## src/common/huffman_params.svh

```systemverilog
`ifndef HUFFMAN_PARAMS_SVH
`define HUFFMAN_PARAMS_SVH

`define NUM_SYMBOLS  6
`define COUNT_W      8
`define CODE_W       8
`define LEN_W        3
`define MAX_CODE_LEN 5
`define SORT_PASSES  6
`define END_SYMBOL   0

`endif

```

## src/common/huffman_pkg.sv

```systemverilog
`include "huffman_params.svh"

package huffman_pkg;

	typedef logic [7:0]              symbol_t;   // raw grey level
	typedef logic [`COUNT_W-1:0]     count_t;
	typedef logic [`CODE_W-1:0]      code_t;
	typedef logic [`LEN_W-1:0]       len_t;

	// bit i stands for symbol i+1
	typedef logic [`NUM_SYMBOLS-1:0] sym_set_t;

	typedef logic [2:0]              sym_id_t;   // 1 to 6

	typedef count_t  [`NUM_SYMBOLS-1:0] count_vec_t;
	typedef code_t   [`NUM_SYMBOLS-1:0] code_vec_t;
	typedef len_t    [`NUM_SYMBOLS-1:0] len_vec_t;
	typedef sym_id_t [`NUM_SYMBOLS-1:0] id_vec_t;

endpackage

```

## src/code_builder/huffman_merger.sv

```systemverilog
`timescale 1ns/1ps
`include "huffman_params.svh"

module huffman_merger (
	input  logic                    clk,
	input  logic                    reset,
	input  huffman_pkg::count_vec_t sorted_counts,
	input  huffman_pkg::id_vec_t    sorted_ids,
	input  logic                    sort_done,
	output huffman_pkg::code_vec_t  codes,
	output huffman_pkg::len_vec_t   lens,
	output logic                    merge_done
);
	import huffman_pkg::*;

	logic                         busy;
	logic [2:0]                   n;   // active slots
	count_vec_t                   slot_w;
	sym_set_t [`NUM_SYMBOLS-1:0]  slot_set;
	count_vec_t                   nxt_w;
	count_vec_t                   w_down;
	sym_set_t [`NUM_SYMBOLS-1:0]  nxt_set;
	sym_set_t [`NUM_SYMBOLS-1:0]  set_down;
	code_vec_t                    nxt_codes;
	len_vec_t                     nxt_lens;
	logic [2:0]                   ia;
	logic [2:0]                   ib;
	logic [2:0]                   pos;
	logic                         found;
	count_t                       sum_w;
	sym_set_t                     sum_set;
	logic                         lens_ok;

	always_comb
	begin
		ia      = n - 3'd2;   // upper of the two lightest
		ib      = n - 3'd1;
		sum_w   = slot_w[ia] + slot_w[ib];
		sum_set = slot_set[ia] | slot_set[ib];
		w_down   = slot_w << `COUNT_W;     // element k holds old k-1
		set_down = slot_set << `NUM_SYMBOLS;

		pos   = ia;
		found = 1'b0;
		for (int k = 0; k < `NUM_SYMBOLS; k++)
		begin
			if (!found && (k < ia) && (slot_w[k] < sum_w))
			begin
				pos   = 3'(k);
				found = 1'b1;
			end
		end

		for (int k = 0; k < `NUM_SYMBOLS; k++)
		begin
			if (k < pos)
			begin
				nxt_w[k]   = slot_w[k];
				nxt_set[k] = slot_set[k];
			end
			else if (k == pos)
			begin
				nxt_w[k]   = sum_w;
				nxt_set[k] = sum_set;
			end
			else if (k <= ia)
			begin
				nxt_w[k]   = w_down[k];
				nxt_set[k] = set_down[k];
			end
			else
			begin
				nxt_w[k]   = '0;
				nxt_set[k] = '0;
			end
		end

		// new bit becomes the code msb
		nxt_codes = codes;
		nxt_lens  = lens;
		for (int j = 0; j < `NUM_SYMBOLS; j++)
		begin
			if (slot_set[ia][j] || slot_set[ib][j])
			begin
				nxt_codes[j][lens[j]] = slot_set[ib][j];
				nxt_lens[j]           = lens[j] + len_t'(1);
			end
		end

		lens_ok = 1'b1;
		for (int j = 0; j < `NUM_SYMBOLS; j++)
		begin
			if (lens[j] > len_t'(`MAX_CODE_LEN))
				lens_ok = 1'b0;
		end
	end

	always_ff @(posedge clk or posedge reset)
	begin
		if (reset)
		begin
			busy       <= 1'b0;
			n          <= 3'(`NUM_SYMBOLS);
			merge_done <= 1'b0;
		end
		else
		begin
			merge_done <= 1'b0;
			if (sort_done)
			begin
				busy <= 1'b1;
				n    <= 3'(`NUM_SYMBOLS);
			end
			else if (busy)
			begin
				n <= n - 3'd1;
				if (n == 3'd2)   // root formed
				begin
					busy       <= 1'b0;
					merge_done <= 1'b1;
				end
			end
		end
	end

	always_ff @(posedge clk)
	begin
		if (sort_done)
		begin
			slot_w <= sorted_counts;
			for (int k = 0; k < `NUM_SYMBOLS; k++)
			begin
				slot_set[k] <= sym_set_t'(1) << (sorted_ids[k] - sym_id_t'(1));
			end
			codes <= '0;
			lens  <= '0;
		end
		else if (busy)
		begin
			slot_w   <= nxt_w;
			slot_set <= nxt_set;
			codes    <= nxt_codes;
			lens     <= nxt_lens;
		end
	end

	a_len_max: assert property (@(posedge clk) disable iff (reset)
		busy |=> lens_ok);

endmodule

```

## src/code_builder/rank_sorter.sv

```systemverilog
`timescale 1ns/1ps
`include "huffman_params.svh"

module rank_sorter (
	input  logic                    clk,
	input  logic                    reset,
	input  huffman_pkg::count_vec_t counts,
	input  logic                    count_done,
	output huffman_pkg::count_vec_t sorted_counts,
	output huffman_pkg::id_vec_t    sorted_ids,
	output logic                    sort_done
);
	import huffman_pkg::*;

	logic       busy;
	logic [2:0] pass_cnt;
	logic       odd_pass;
	count_vec_t src_counts;
	count_vec_t nxt_counts;
	id_vec_t    init_ids;
	id_vec_t    src_ids;
	id_vec_t    nxt_ids;

	// the first even pass is applied while loading
	assign odd_pass = busy && pass_cnt[0];

	always_comb
	begin
		for (int k = 0; k < `NUM_SYMBOLS; k++)
		begin
			init_ids[k] = sym_id_t'(k + 1);
		end
		src_counts = busy ? sorted_counts : counts;
		src_ids    = busy ? sorted_ids : init_ids;
		nxt_counts = src_counts;
		nxt_ids    = src_ids;
		for (int k = 0; k < `NUM_SYMBOLS - 1; k++)
		begin
			// strict compare keeps ties in symbol order
			if (((k % 2) == int'(odd_pass)) && (src_counts[k+1] > src_counts[k]))
			begin
				nxt_counts[k]   = src_counts[k+1];
				nxt_counts[k+1] = src_counts[k];
				nxt_ids[k]      = src_ids[k+1];
				nxt_ids[k+1]    = src_ids[k];
			end
		end
	end

	always_ff @(posedge clk or posedge reset)
	begin
		if (reset)
		begin
			busy      <= 1'b0;
			pass_cnt  <= 3'd0;
			sort_done <= 1'b0;
		end
		else
		begin
			sort_done <= 1'b0;
			if (count_done)
			begin
				busy     <= 1'b1;
				pass_cnt <= 3'd1;
			end
			else if (busy)
			begin
				pass_cnt <= pass_cnt + 3'd1;
				if (pass_cnt == 3'(`SORT_PASSES - 1))   // last pass
				begin
					busy      <= 1'b0;
					sort_done <= 1'b1;
				end
			end
		end
	end

	always_ff @(posedge clk)
	begin
		if (count_done || busy)
		begin
			sorted_counts <= nxt_counts;
			sorted_ids    <= nxt_ids;
		end
	end

	a_done_pulse: assert property (@(posedge clk) disable iff (reset)
		sort_done |=> !sort_done);

endmodule

```

## src/code_output.sv

```systemverilog
`timescale 1ns/1ps
`include "huffman_params.svh"

module code_output (
	input  logic                   clk,
	input  logic                   reset,
	input  huffman_pkg::code_vec_t codes,
	input  huffman_pkg::len_vec_t  lens,
	input  logic                   merge_done,
	output logic                   code_valid,
	output huffman_pkg::code_vec_t hc_vec,
	output huffman_pkg::code_vec_t m_vec
);
	import huffman_pkg::*;

	code_vec_t masks;

	always_comb
	begin
		for (int j = 0; j < `NUM_SYMBOLS; j++)
		begin
			masks[j] = (code_t'(1) << lens[j]) - code_t'(1);   // lens low ones
		end
	end

	always_ff @(posedge clk or posedge reset)
	begin
		if (reset)
		begin
			code_valid <= 1'b0;
			hc_vec     <= '0;
			m_vec      <= '0;
		end
		else if (merge_done && !code_valid)
		begin
			hc_vec     <= codes;
			m_vec      <= masks;
			code_valid <= 1'b1;   // sticky until reset
		end
	end

	a_code_in_mask: assert property (@(posedge clk) disable iff (reset)
		code_valid |-> ((hc_vec & ~m_vec) == '0));

endmodule

```

## src/huffman_top.sv

```systemverilog
`timescale 1ns/1ps

module huffman_top (
	input  logic                 clk,
	input  logic                 reset,
	input  logic                 gray_valid,
	input  huffman_pkg::symbol_t gray_data,
	output logic                 cnt_valid,
	output huffman_pkg::count_t  cnt1,
	output huffman_pkg::count_t  cnt2,
	output huffman_pkg::count_t  cnt3,
	output huffman_pkg::count_t  cnt4,
	output huffman_pkg::count_t  cnt5,
	output huffman_pkg::count_t  cnt6,
	output logic                 code_valid,
	output huffman_pkg::code_t   hc1,
	output huffman_pkg::code_t   hc2,
	output huffman_pkg::code_t   hc3,
	output huffman_pkg::code_t   hc4,
	output huffman_pkg::code_t   hc5,
	output huffman_pkg::code_t   hc6,
	output huffman_pkg::code_t   m1,
	output huffman_pkg::code_t   m2,
	output huffman_pkg::code_t   m3,
	output huffman_pkg::code_t   m4,
	output huffman_pkg::code_t   m5,
	output huffman_pkg::code_t   m6
);
	import huffman_pkg::*;

	count_vec_t counts;
	logic       count_done;
	count_vec_t sorted_counts;
	id_vec_t    sorted_ids;
	logic       sort_done;
	code_vec_t  codes;
	len_vec_t   lens;
	logic       merge_done;
	code_vec_t  hc_vec;
	code_vec_t  m_vec;

	symbol_counter i_symbol_counter (
		.clk        (clk),
		.reset      (reset),
		.gray_valid (gray_valid),
		.gray_data  (gray_data),
		.counts     (counts),
		.count_done (count_done)
	);

	rank_sorter i_rank_sorter (
		.clk           (clk),
		.reset         (reset),
		.counts        (counts),
		.count_done    (count_done),
		.sorted_counts (sorted_counts),
		.sorted_ids    (sorted_ids),
		.sort_done     (sort_done)
	);

	huffman_merger i_huffman_merger (
		.clk           (clk),
		.reset         (reset),
		.sorted_counts (sorted_counts),
		.sorted_ids    (sorted_ids),
		.sort_done     (sort_done),
		.codes         (codes),
		.lens          (lens),
		.merge_done    (merge_done)
	);

	code_output i_code_output (
		.clk        (clk),
		.reset      (reset),
		.codes      (codes),
		.lens       (lens),
		.merge_done (merge_done),
		.code_valid (code_valid),
		.hc_vec     (hc_vec),
		.m_vec      (m_vec)
	);

	assign cnt_valid = count_done;
	assign cnt1 = counts[0];
	assign cnt2 = counts[1];
	assign cnt3 = counts[2];
	assign cnt4 = counts[3];
	assign cnt5 = counts[4];
	assign cnt6 = counts[5];

	assign hc1 = hc_vec[0];
	assign hc2 = hc_vec[1];
	assign hc3 = hc_vec[2];
	assign hc4 = hc_vec[3];
	assign hc5 = hc_vec[4];
	assign hc6 = hc_vec[5];

	assign m1 = m_vec[0];
	assign m2 = m_vec[1];
	assign m3 = m_vec[2];
	assign m4 = m_vec[3];
	assign m5 = m_vec[4];
	assign m6 = m_vec[5];

endmodule

```

## src/symbol_counter.sv

```systemverilog
`timescale 1ns/1ps
`include "huffman_params.svh"

module symbol_counter (
	input  logic                    clk,
	input  logic                    reset,
	input  logic                    gray_valid,
	input  huffman_pkg::symbol_t    gray_data,
	output huffman_pkg::count_vec_t counts,
	output logic                    count_done
);
	import huffman_pkg::*;

	logic       closed;   // frame already terminated
	logic       take;
	logic       is_end;
	logic       is_sym;
	logic [2:0] sym_idx;

	assign take    = gray_valid && !closed;
	assign is_end  = (gray_data == symbol_t'(`END_SYMBOL));
	assign is_sym  = (gray_data >= symbol_t'(1)) && (gray_data <= symbol_t'(`NUM_SYMBOLS));
	assign sym_idx = gray_data[2:0] - 3'd1;   // symbol 1 lands in slot 0

	always_ff @(posedge clk or posedge reset)
	begin
		if (reset)
		begin
			counts     <= '0;
			closed     <= 1'b0;
			count_done <= 1'b0;
		end
		else
		begin
			count_done <= 1'b0;
			if (take && is_end)
			begin
				closed     <= 1'b1;
				count_done <= 1'b1;
			end
			else if (take && is_sym)
			begin
				counts[sym_idx] <= counts[sym_idx] + count_t'(1);
			end
		end
	end

	// frames are limited to 255 symbols
	a_no_wrap: assert property (@(posedge clk) disable iff (reset)
		(take && is_sym) |-> (counts[sym_idx] != '1));

endmodule
```

## config.mk

```make
export PLATFORM = sky130hd
export DESIGN_NAME = huffman_top
export DESIGN_NICKNAME = d
export VERILOG_FILES = /design/src/common/huffman_pkg.sv /design/src/code_builder/huffman_merger.sv /design/src/code_builder/rank_sorter.sv /design/src/code_output.sv /design/src/huffman_top.sv /design/src/symbol_counter.sv
export VERILOG_INCLUDE_DIRS = /design/src /design/src/common
export SDC_FILE = /design/constraint.sdc
export NUM_CORES = 1
export LEC_CHECK = 0
export BUFFER_PORTS_ARGS = -buffer_cell sky130_fd_sc_hd__buf_2
export CAP_MARGIN = 10
export CORE_MARGIN = 2
export CORE_UTILIZATION = 55
export CTS_BUF_LIST = sky130_fd_sc_hd__clkbuf_4
export DETAILED_ROUTE_END_ITERATION = 12
export HOLD_SLACK_MARGIN = 0.15
export PLACE_DENSITY_LB_ADDON = 0.08
export SYNTH_ARGS = -nofsm -noshare
export SYNTH_HDL_FRONTEND = slang
export SYNTH_HIERARCHICAL = 1
export SYNTH_SLANG_ARGS = --single-unit
export TNS_END_PERCENT = 10
```

## constraint.sdc

```tcl
create_clock -name clk -period 7.7 [get_ports clk]
set_input_delay 1.54 -clock clk [delete_from_list [all_inputs] [get_ports clk]]
set_output_delay 1.54 -clock clk [all_outputs]
set_load 0.005 [all_outputs]
```

==> results of run 1 <==
## per-layer routing
metal	GRT usage (%)	vias to the layer above
li1	-	7663
met1	40.21	8067
met2	41.48	616
met3	5.869	85
met4	8.745	0
met5	0	-
## synth_stat cells (10+ instances only)
master / instances
a211oi_1: 10
a21o_1: 22
a21oi_1: 86
a221o_1: 40
a22o_1: 18
and2_1: 18
buf_2: 27
buf_6: 14
clkbuf_1: 65
dfrtp_1: 155
dfxtp_1: 66
edfxtp_1: 150
ha_1: 96
inv_1: 90
mux2_1: 63
mux2_2: 57
mux2i_1: 159
mux4_2: 31
nand2_1: 124
nand2b_1: 31
nand3_1: 56
nand3b_1: 14
nand4_1: 18
nor2_1: 189
nor2b_1: 24
nor3_1: 35
nor3b_1: 15
o211ai_1: 25
o21ai_0: 45
o221ai_1: 17
o22ai_1: 13
o31ai_1: 10
xnor2_1: 15
xor2_1: 10
## registers in the layout, indices dropped and copies added, names as in the netlist
signal                       count
i_rank_sorter/sort_done          1
i_code_output/code_valid         1
i_huffman_merger/slot_w         48
i_rank_sorter/pass_cnt           3
i_huffman_merger/merge_done      1
i_symbol_counter/count_done      1
i_code_output/m_vec             48
i_huffman_merger/slot_set        6
i_rank_sorter/sorted_ids        18
i_symbol_counter/closed          1
i_code_output/hc_vec            48
i_huffman_merger/lens           18
i_rank_sorter/sorted_counts     48
i_rank_sorter/busy               1
i_huffman_merger/n               3
i_huffman_merger/busy            1
i_huffman_merger/codes          48
i_huffman_merger/set_down       30
i_symbol_counter/counts         48
## stage by stage
stage	power [W]	hold slack (ps)	setup WS, ps
detailed placement	0.009323	445.5	1263
floorplan	0.007886	430.6	557.6
CTS	0.01121	454.4	1231
finish	0.01123	452.1	1136
global route	0.01210	482.6	814.6
global placement	0.009168	442.6	1460
## layout make-up
| type | instances | area (um^2) |
|---|---|---|
| inverters | 91 | 344.1 |
| well taps | 518 | 648.1 |
| fillers | 3246 | 14750 |
| diodes | 1 | 2.502 |
| clock buffers | 166 | 1246 |
| flip-flops and latches | 373 | 9766 |
| clock inverters | 13 | 98.84 |
| multi-input cells | 1386 | 10860 |
| repair buffers | 177 | 938.4 |
## logic make-up after synthesis
family	Yosys count
xor gates and xnor gates	26
buffers and inverters	214
muxes	316
adders and majority gates	102
and+or+nand+nor	577
DFF	373
AOI/OAI and AO/OA	365
## layout by cell type, fill, tap and decap left out, types with 21 or more instances in the layout
master,n
nor2_1,189
clkbuf_4,166
mux2i_1,159
buf_2,156
dfrtp_1,152
edfxtp_1,150
nand2_1,124
ha_1,96
inv_1,88
a21oi_1,86
dfxtp_1,66
mux2_1,63
mux2_2,57
nand3_1,56
o21ai_0,45
a221o_1,40
nor3_1,35
nand2b_1,31
mux4_2,31
o211ai_1,25
nor2b_1,23
a21o_1,22
buf_4,21
## power groups by stage
stage	logic (W)	clock network (W)	registers, W
3_5_place_dp	0.00639	0	0.00293
6_report	0.00650	0.00184	0.00290
5_1_grt	0.00719	0.00199	0.00292
3_3_place_gp	0.00624	0	0.00292
2_1_floorplan	0.00508	0	0.00281
4_1_cts	0.00644	0.00189	0.00289
## worst max-delay path, cell delays in order, from the launching register on
cell and delay (ps):
dfstp_2 530, inv_1 130, ha_1 510, mux4_2 540, a22o_1 240, ha_1 230
fa_1 430, a21o_1 200, a21oi_1 160, xor2_1 520, ha_1 360, a21oi_1 140
o21ai_0 110, a32oi_1 380, nor3_1 110, o31ai_1 650, a211o_1 410, buf_4 250
nor2_1 60, a311o_1 330
## worst paths after layout
path / depth (start not counted) / end / slack [ps] / startpoint
worst max-delay path: 19 / i_huffman_merger/set_down[31] / 1140 / i_huffman_merger/n[1]
worst min-delay path: 2 / i_huffman_merger/codes[40] / 450 / i_huffman_merger/codes[40]
worst max register to register: 19 / i_huffman_merger/set_down[31] / 1140 / i_huffman_merger/n[1]
worst min register to register: 2 / i_huffman_merger/codes[40] / 450 / i_huffman_merger/codes[40]
max in group asynchronous: 3 / i_code_output/hc_vec[30] / 5600 / reset
min in group asynchronous: 2 / i_huffman_merger/busy / 750 / reset
==> results.md, run 1 <==
- Via/cell ratio: about 6
- Logic pwr share: ~58%
- Sink Count: between 300 and 400
- Number of enable flip-flop cells after synthesis: 150
- Maximum number of pins on one net before global-route repair: roughly 80
- Multiplexer share of the synthesized area: between 15 and 20%
- NetSw: around 0.0050 W
- Internal power: a little over 0.006 W
- Primary FF master, synth: dfrtp_1
- Post-CTS Hold Buffers: 0
- Switching share of power: between 40% and 50%
- Startpoint types: register
- Clk network pwr share: between 15 and 20%
- Leakage power: 10.89 nW
- Adder-cell share of the synthesized area: approximately 5.9%
- Reg power frac: between 20% and 30%
- Post-DP HPWL: about 40 mm
- Clk_skew: between 60 and 70 ps
- CTS Root Cell: clkbuf_4
- Post-synthesis instance total: about 2,000
- I/O pin count: between 150 and 200
- CP endpoint kind: register
- Path type of the worst setup path: reg2reg
- Insertion delay of the later-clocked pin in the worst-skew pair: 830 ps
- Number of buffers created by CTS: 99
- # rows: 72
- DRC: 0
- Die area: about 41,000 um^2
- Die W: approximately 200 um
- Layout area overhead: 10.76%
- Total wire length: roughly 56 mm
- Clk pin slew, worst setup/hold paths: 60 ps
- Minimum clock period: 6564 ps
- Highest metal used: met4
- Routed length on met1: about 25 mm
- Fin util: between 60% and 70%
- Maximum clock path buffer count: 3
- GR Util All Layers: between 20 and 30%
- Hold Crit Class: reg2reg
- Routed wl met2: around 25 mm
- Drt first-iter violations: 1,274
- RSZ-0062 raised after global routing: no
- Post-Syn Area: ~22,000 um^2
- Crit Path Max Fanout: 12
- Nets: 2,236
- RePlAce Congestion: slightly above 0.9
- Post-Synthesis Net Count: approximately 2,100
- Post-route ant nets: 0
- Largest family of logic cells by synthesized area: multiplexers
- Synth async-reset ratio: a little over two fifths
- Placed Instances: 2,545
- H-tree depth: 3
- Final period utilization: a little under nine tenths
- Endpoints failing hold: 0
- Vias after detailed routing: between 15,000 and 20,000
- Core area: 38,650 um^2
- FF+latch count, synth: 373
- Vias in the first global route: 15,950
- Placed cell area: between 20,000 and 25,000 um^2
- Synth area leaders: edfxtp_1 (21%), dfrtp_1 (18%), mux2i_1 (7.4%)
- Worst EP required: ~8300 ps
- Finished layout cell area: about 24,000 um^2
- Initial Utilization: approximately 56%
- Post-synth top area cell: edfxtp_1
- WP data arrival: 7110 ps
- Resize count post-CTS: 0
- DR pass1 iterations: 6
- Layout cell share with drive strength beyond 1: a little under a quarter
- Rel. slew slack: just under 30%
- Sequential-to-total area share from yosys stat: 45.22%
- Die span in y: 202.1 um
- Slew @ Worst Pin: 1049 ps
- Wire length of the first global-routing pass: 88.98 mm
- Mean area per synthesized cell: 10.94 um^2
- Setup Buffers After CTS: 0
- Pins over their slew limit: 0
- Routed length per instance: slightly above 20 um
- Total gr overflow: 0
- Initial antenna violation count: 1
- Compound-Gate Fraction of Synth Area: between 10% and 20%
- Warnings from Yosys: 6
- Fin cells: roughly 2,700
- Synth unique cells: a little over 90
- CTS tree: built
- Synth Area in Simple Gates: a little over an eighth
- XOR/XNOR Fraction of Synth Area: roughly 1.1%
- Setup violations, final: 0
- Top-area cell type share of the netlist area: around a fifth
- Port bufs: ~160
- Status: completed
- FMAX: ~150 MHz
- PD cells: about 470 nW/um^2
- Setup TNS Final: 0 ps
- Max rail drop VDD: about 0.46 mV
- Routed wl met3: approximately 4.7 mm
- Max-cap violations: 0
Power figures use the tool's default switching activity.
==> run 2: changes to the inputs <==
--- a/config.mk
+++ b/config.mk
@@ -8,12 +8,11 @@
 export LEC_CHECK = 0
 export BUFFER_PORTS_ARGS = -buffer_cell sky130_fd_sc_hd__buf_2
 export CAP_MARGIN = 10
-export CORE_MARGIN = 2
 export CORE_UTILIZATION = 55
 export CTS_BUF_LIST = sky130_fd_sc_hd__clkbuf_4
 export DETAILED_ROUTE_END_ITERATION = 12
 export HOLD_SLACK_MARGIN = 0.15
-export PLACE_DENSITY_LB_ADDON = 0.08
+export PLACE_DENSITY = 0.74
 export SYNTH_ARGS = -nofsm -noshare
 export SYNTH_HDL_FRONTEND = slang
 export SYNTH_HIERARCHICAL = 1
==> constraint.sdc (replaced) <==
create_clock -name clk -period 7.3 [get_ports clk]
set_input_delay 1.46 -clock clk [delete_from_list [all_inputs] [get_ports clk]]
set_output_delay 1.46 -clock clk [all_outputs]
set_load 0.005 [all_outputs]
==> results.md, run 2 (synthesis results as in run 1) <==
- Status: completed
- DR pass1 iterations: 5 (-1)
- Drt first-iter violations: 1,505 (+18%)
- Commonest non-fill, non-tap cell in the layout: nor2_1
- Routed length per instance: 20.16 um (-2.3%)
- Layout area overhead: 10.59%
- Setup TNS Final: 0 ps (unchanged)
- Leakage power: 10.86 nW (-0.26%)
- RSZ-0062 raised after global routing: no
- WP data arrival: 7120 ps (about the same)
- # rows: 72 (unchanged)
- Crit Path Max Fanout: 13 (+1)
- Slew @ Worst Pin: 1042 ps (-7.328 ps)
- Endpoints failing hold: 0 (unchanged)
- Nets: 2,234 (-0.089%)
- Dpl ws: 840.2 ps (-422.5 ps)
- Slowest CP cell: o31ai_1
- Post-DP HPWL: 39.38 mm (-2.5%)
- Sink Count: 373 (unchanged)
- Clk pin slew, worst setup/hold paths: 70 ps (about the same)
- Hold Crit Class: reg2reg
- Wire length of the first global-routing pass: 84.61 mm (-4.9%)
- Post-CTS Hold Buffers: 0 (unchanged)
- Pins over their slew limit: 0 (unchanged)
- Rel. slew slack: 30.29% (+0.49 points)
- Max-cap violations: 0 (unchanged)
- Maximum clock path buffer count: 3 (unchanged)
- Cells along the critical path: inv_1 -> ha_1 -> mux4_2 -> a22o_1 -> ha_1 -> fa_1 -> a21o_1 -> a21oi_1 -> xor2_1 -> ha_1 -> a21oi_1 -> o21ai_0 -> a32oi_1 -> nor3_1 -> o31ai_1 -> a211o_1 -> buf_4 -> nor2_1 -> a311o_1
- Initial antenna violation count: 4 (+3)
- Number of buffers created by CTS: 97 (-2.0%)
- Finished layout cell area: 23,860 um^2 (-0.16%)
- Worst path top cell family by delay: compound AO/OA/AOI/OAI gates
- FMAX: 152.4 MHz (about the same)
- Hold slack: 455.1 ps (+2.946 ps)
- Setup violations, final: 0 (unchanged)
- Startpoint types: register
- CTS Root Cell: clkbuf_4
- GR Util All Layers: 27.37% (-0.29 points)
- Commonest cells after routing, fill and taps aside: nor2_1 (189), mux2i_1 (159), buf_2 (156)
- Final setup margin: 737.2 ps (-399.0 ps)
- CP endpoint kind: register
- Total gr overflow: 0 (unchanged)
- Placed cell area: 22,550 um^2 (about the same)
- Worst EP required: 7860 ps (-390 ps)
- R2R cell count: 19 (unchanged)
- Die span in y: 200.1 um (-0.99%)
- Port bufs: 156 (unchanged)
- Maximum number of pins on one net before global-route repair: 93 (+13%)
- WP buf/inv: 2 (unchanged)
- Die area: 40,030 um^2 (-2.0%)
- Layout cell share with drive strength beyond 1: 22.11% (-0.51 points)
- Vias after detailed routing: 16,420 (-0.079%)
- H-tree depth: 3 (unchanged)
- Hold Crit Depth: 2 (unchanged)
- DRC: 0 (unchanged)
- Post-route ant nets: 0 (unchanged)
- Resize count post-CTS: 0 (unchanged)
- Vias in the first global route: 15,540 (-2.6%)
- Slowest stage delay, CP: 590 ps (-60 ps)
- I/O pin count: 157 (unchanged)
- Setup Buffers After CTS: 0 (unchanged)
- Path type of the worst setup path: reg2reg
- Die W: 200.1 um (-0.99%)
- Clk_skew: 62.24 ps (+0.3181 ps)
- Max rail drop VDD: 0.3942 mV (-14%)
- Initial Utilization: 55.83% (unchanged)
- PD cells: 496.3 nW/um^2 (+5.6%)
- Total wire length: 54.82 mm (-2.5%)
- Stages on the worst setup path: 19 (unchanged)
- Insertion delay of the later-clocked pin in the worst-skew pair: 820 ps (about the same)
- Via/cell ratio: 6.038 (+0.14%)
- Most used cell, CP: ha_1
- Minimum clock period: 6563 ps (-1.026 ps)
- Final period utilization: 89.90% (+4.7 points)
- CTS tree: built
- Core area: 38,650 um^2 (unchanged)
- RePlAce Congestion: 0.9025 (-1.6%)
## run 2: metal layers
metal	routed length [um]	track usage, %	part of all wire (%)	up-vias
met5	0	0	0	-
met4	1114	9.047	2.0	0
met3	4336	6.082	7.9	98
met2	24990	41.59	46	603
met1	24380	38.78	44	8046
li1	-	-	-	7671
## run 2: report_power, final
part / total [W] / leakage, nW / internal, W / switching [W]
Clock: 0.00191 / 0.778 / 0.00105 / 0.000859
Combinational: 0.00688 / 6.01 / 0.00271 / 0.00417
Sequential: 0.00305 / 4.07 / 0.00281 / 0.000243
Total: 0.0118 / 10.9 / 0.00657 / 0.00527
## run 2: final cells by class
class,count,area [um^2]
sequential,373,9763
inverter,91,344.1
timing repair buffer,177,938.4
multi-input combinational,1386,10860
tap,518,648.1
clock inverter,18,156.4
clock buffer,153,1149
fill,3150,14790
antenna,3,7.507
## run 2: path summary, 6_finish.rpt
path,from,endpoint,slack [ps]
min reg2reg,i_huffman_merger/codes[16],i_huffman_merger/codes[16],460
max reg2reg,i_huffman_merger/n[1],i_huffman_merger/set_down[31],740
min in group asynchronous,reset,i_huffman_merger/merge_done,660
max,i_huffman_merger/n[1],i_huffman_merger/set_down[31],740
max in group asynchronous,reset,i_code_output/hc_vec[18],5270
min,i_huffman_merger/codes[16],i_huffman_merger/codes[16],460
## run 2: worst register-to-register path, cell delays in order (launching register included)
cell and delay, ps:
dfstp_2 530, inv_1 130, ha_1 530, mux4_2 560, a22o_1 250, ha_1 210
fa_1 430, a21o_1 200, a21oi_1 160, xor2_1 530, ha_1 360, a21oi_1 130
o21ai_0 120, a32oi_1 430, nor3_1 120, o31ai_1 590, a211o_1 400, buf_4 250
nor2_1 60, a311o_1 320
## run 2: metrics by stage
step           util (%)  cells  power [W]
2_1_floorplan         -   1973   0.008318
3_3_place_gp      58.35   2545   0.009633
3_5_place_dp      58.35   2545   0.009859
4_1_cts           61.72   2716    0.01181
5_1_grt           61.74   2719    0.01269
6_report          61.74   2719    0.01184
==> run 3: changes to the inputs <==
--- a/config.mk
+++ b/config.mk
@@ -8,6 +8,7 @@
 export LEC_CHECK = 0
 export BUFFER_PORTS_ARGS = -buffer_cell sky130_fd_sc_hd__buf_2
 export CAP_MARGIN = 10
+export CORE_ASPECT_RATIO = 0.8
 export CORE_UTILIZATION = 55
 export CTS_BUF_LIST = sky130_fd_sc_hd__clkbuf_4
 export DETAILED_ROUTE_END_ITERATION = 12
==> results.md, run 3 (synthesis results as in run 1) <==
- Initial Utilization: 56.14% (+0.31 points)
- Commonest non-fill, non-tap cell in the layout: nor2_1
- Storage element area: 9766 um^2 (about the same)
- R2R setup slack: 590 ps (-150 ps)
- Multi-input gate area: 10,860 um^2 (unchanged)
- WP buf/inv: 4 (+2)
- WP data arrival: 7360 ps (+240 ps)
- Crit Path Max Fanout: 25 (+12)
- Vias after detailed routing: 16,740 (+1.9%)
- CTS tree: built
- Setup TNS Final: 0 ps (unchanged)
- Insertion delay of the later-clocked pin in the worst-skew pair: 850 ps (+30 ps)
- Reg2reg start: i_huffman_merger/n[0]
- Commonest cells after routing, fill and taps aside: nor2_1 (189), mux2i_1 (159), buf_2 (156)
- Setup Buffers After CTS: 0 (unchanged)
- Pins over their slew limit: 0 (unchanged)
- Status: completed
- RR Endpoint: i_huffman_merger/slot_w[34]
- Layout cell share with drive strength beyond 1: 22.27% (+0.16 points)
- Vias in the first global route: 15,950 (+2.6%)
- RePlAce Congestion: 0.9681 (+7.3%)
- DR pass1 iterations: 6 (+1)
- Layout fillers: 3,138 (-0.38%)
- Slowest stage delay, CP: 670 ps (+80 ps)
- Startpoint types: register
- Post-route ant nets: 0 (unchanged)
- Drt first-iter violations: 1,636 (+8.7%)
- Worst EP required: 7950 ps (+90 ps)
- R2R cell count: 19 (unchanged)
- Reg power frac: 25.7% (about the same)
- Layout area overhead: 10.49% (about the same)
- Total wire length: 57.92 mm (+5.7%)
- Post-CTS Hold Buffers: 0 (unchanged)
- CTS Root Cell: clkbuf_4
- Routed length per instance: 21.42 um (+6.3%)
- Clk pin slew, worst setup/hold paths: 80 ps (about the same)
- H-tree depth: 3 (unchanged)
- GR Util All Layers: 28.89% (+1.5 points)
- Setup violations, final: 0 (unchanged)
- Max-cap violations: 0 (unchanged)
- Port bufs: 156 (unchanged)
- Slowest CP cell: o31ai_1
- Post-DP HPWL: 42.11 mm (+6.9%)
- NetSw: 0.005423 W (+2.9%)
- Maximum number of pins on one net before global-route repair: 79 (-15%)
- Worst path top cell family by delay: compound AO/OA/AOI/OAI gates
- Slew @ Worst Pin: 1032 ps (-9.163 ps)
- Cells along the critical path: inv_1 -> ha_1 -> buf_4 -> mux4_2 -> a22o_1 -> ha_1 -> o21ai_0 -> o21bai_1 -> a21oi_1 -> xor2_1 -> buf_4 -> ha_1 -> a311oi_1 -> nor2_1 -> o31ai_1 -> a211o_1 -> buf_4 -> and2_1 -> a221o_1
- Stages on the worst setup path: 19 (unchanged)
- Maximum clock path buffer count: 3 (unchanged)
- Power Total: 0.01195 W (+0.94%)
- CP endpoint kind: register
- # rows: 64 (-11%)
- I/O pin count: 157 (unchanged)
- Die area: 40,030 um^2 (about the same)
- Number of buffers created by CTS: 94 (-3.1%)
- Die W: 223.4 um (+12%)
- Leakage power: 10.86 nW (about the same)
- Resize count post-CTS: 0 (unchanged)
- Logic pwr share: 58.8% (+0.7 points)
- Switching share of power: 45.37% (+0.88 points)
- Wire length of the first global-routing pass: 89.33 mm (+5.6%)
- RSZ-0062 raised after global routing: no
- Initial antenna violation count: 3 (-1)
- Clk network pwr share: 15.6% (-0.5 points)
- Final period utilization: 91.95% (+2.0 points)
- Hold Crit Class: reg2reg
- Endpoints failing hold: 0 (unchanged)
- Core area: 38,440 um^2 (-0.54%)
- Die span in y: 179.2 um (-10%)
- CP endpoint: i_huffman_merger/slot_w[34]
- FMAX: 149.0 MHz (-2.2%)
- Clk_skew: 90.77 ps (+28.53 ps)
- Setup crit start: i_huffman_merger/n[0]
- Sink Count: 373 (unchanged)
- Minimum clock period: 6712 ps (+149.3 ps)
- Total gr overflow: 0 (unchanged)
- Rel. slew slack: 30.75% (+0.46 points)
- Nets: 2,233 (-0.045%)
- Via/cell ratio: 6.190 (+2.5%)
- DRC: 0 (unchanged)
- Internal power: 0.006531 W (-0.67%)
- Path type of the worst setup path: reg2reg
- Max rail drop VDD: 0.4289 mV (+8.8%)
- PD cells: 501.4 nW/um^2 (+1.0%)
run 3: final cells by class:
type | instances | share of cell area (%)
inverter | 91 | 1.443
timing repair buffer | 179 | 4.052
multi-input combinational | 1386 | 45.53
clock inverter | 24 | 0.5826
antenna | 4 | 0.04199
tap | 495 | 2.598
sequential | 373 | 40.96
clock buffer | 152 | 4.786
run 3: how the worst min path moves through the flow:
stage                                          start                    endpoint  slack [ps]  cells after the start
after floorplan              i_symbol_counter/closed     i_symbol_counter/closed         430                      1
after global placement    i_huffman_merger/codes[16]  i_huffman_merger/codes[16]         440                      2
after detailed placement  i_huffman_merger/codes[40]  i_huffman_merger/codes[40]         450                      2
after CTS                 i_huffman_merger/codes[24]  i_huffman_merger/codes[24]         460                      2
after global routing         i_symbol_counter/closed     i_symbol_counter/closed         490                      1
final                     i_huffman_merger/codes[24]  i_huffman_merger/codes[24]         460                      2
run 3: power groups by stage:
stage	logic (W)	clock network [W]	registers [W]
after floorplan	0.00536	0	0.00296
after global placement	0.00658	0	0.00309
after detailed placement	0.00685	0	0.00310
after CTS	0.00688	0.00191	0.00306
after global routing	0.00771	0.00202	0.00309
final	0.00702	0.00186	0.00307
run 3: through the flow:
step	area, um^2	hold slack, ps	utilization (%)	setup WS [ps]	cells
after floorplan	21580	430.6	-	157.6	1973
after global placement	22530	444.0	58.62	1003	2523
after detailed placement	22530	452.5	58.62	755.8	2523
after CTS	23810	462.8	61.95	654.2	2699
after global routing	23840	485.9	62.02	85.54	2704
final	23840	457.3	62.02	587.9	2704
run 3: worst min-delay path, cell delays in order (launching register included):
cell and delay (ps):
dfxtp_1 310, nand2_1 50, a21oi_1 50
run 3: layer usage:
| metal | global-route usage, % | share of wire (%) | vias up |
|---|---|---|---|
| li1 | - | - | 7679 |
| met1 | 42.19 | 45 | 8211 |
| met2 | 41.45 | 43 | 759 |
| met3 | 8.276 | 10 | 89 |
| met4 | 8.390 | 1.8 | 0 |
| met5 | 0 | 0 | - |
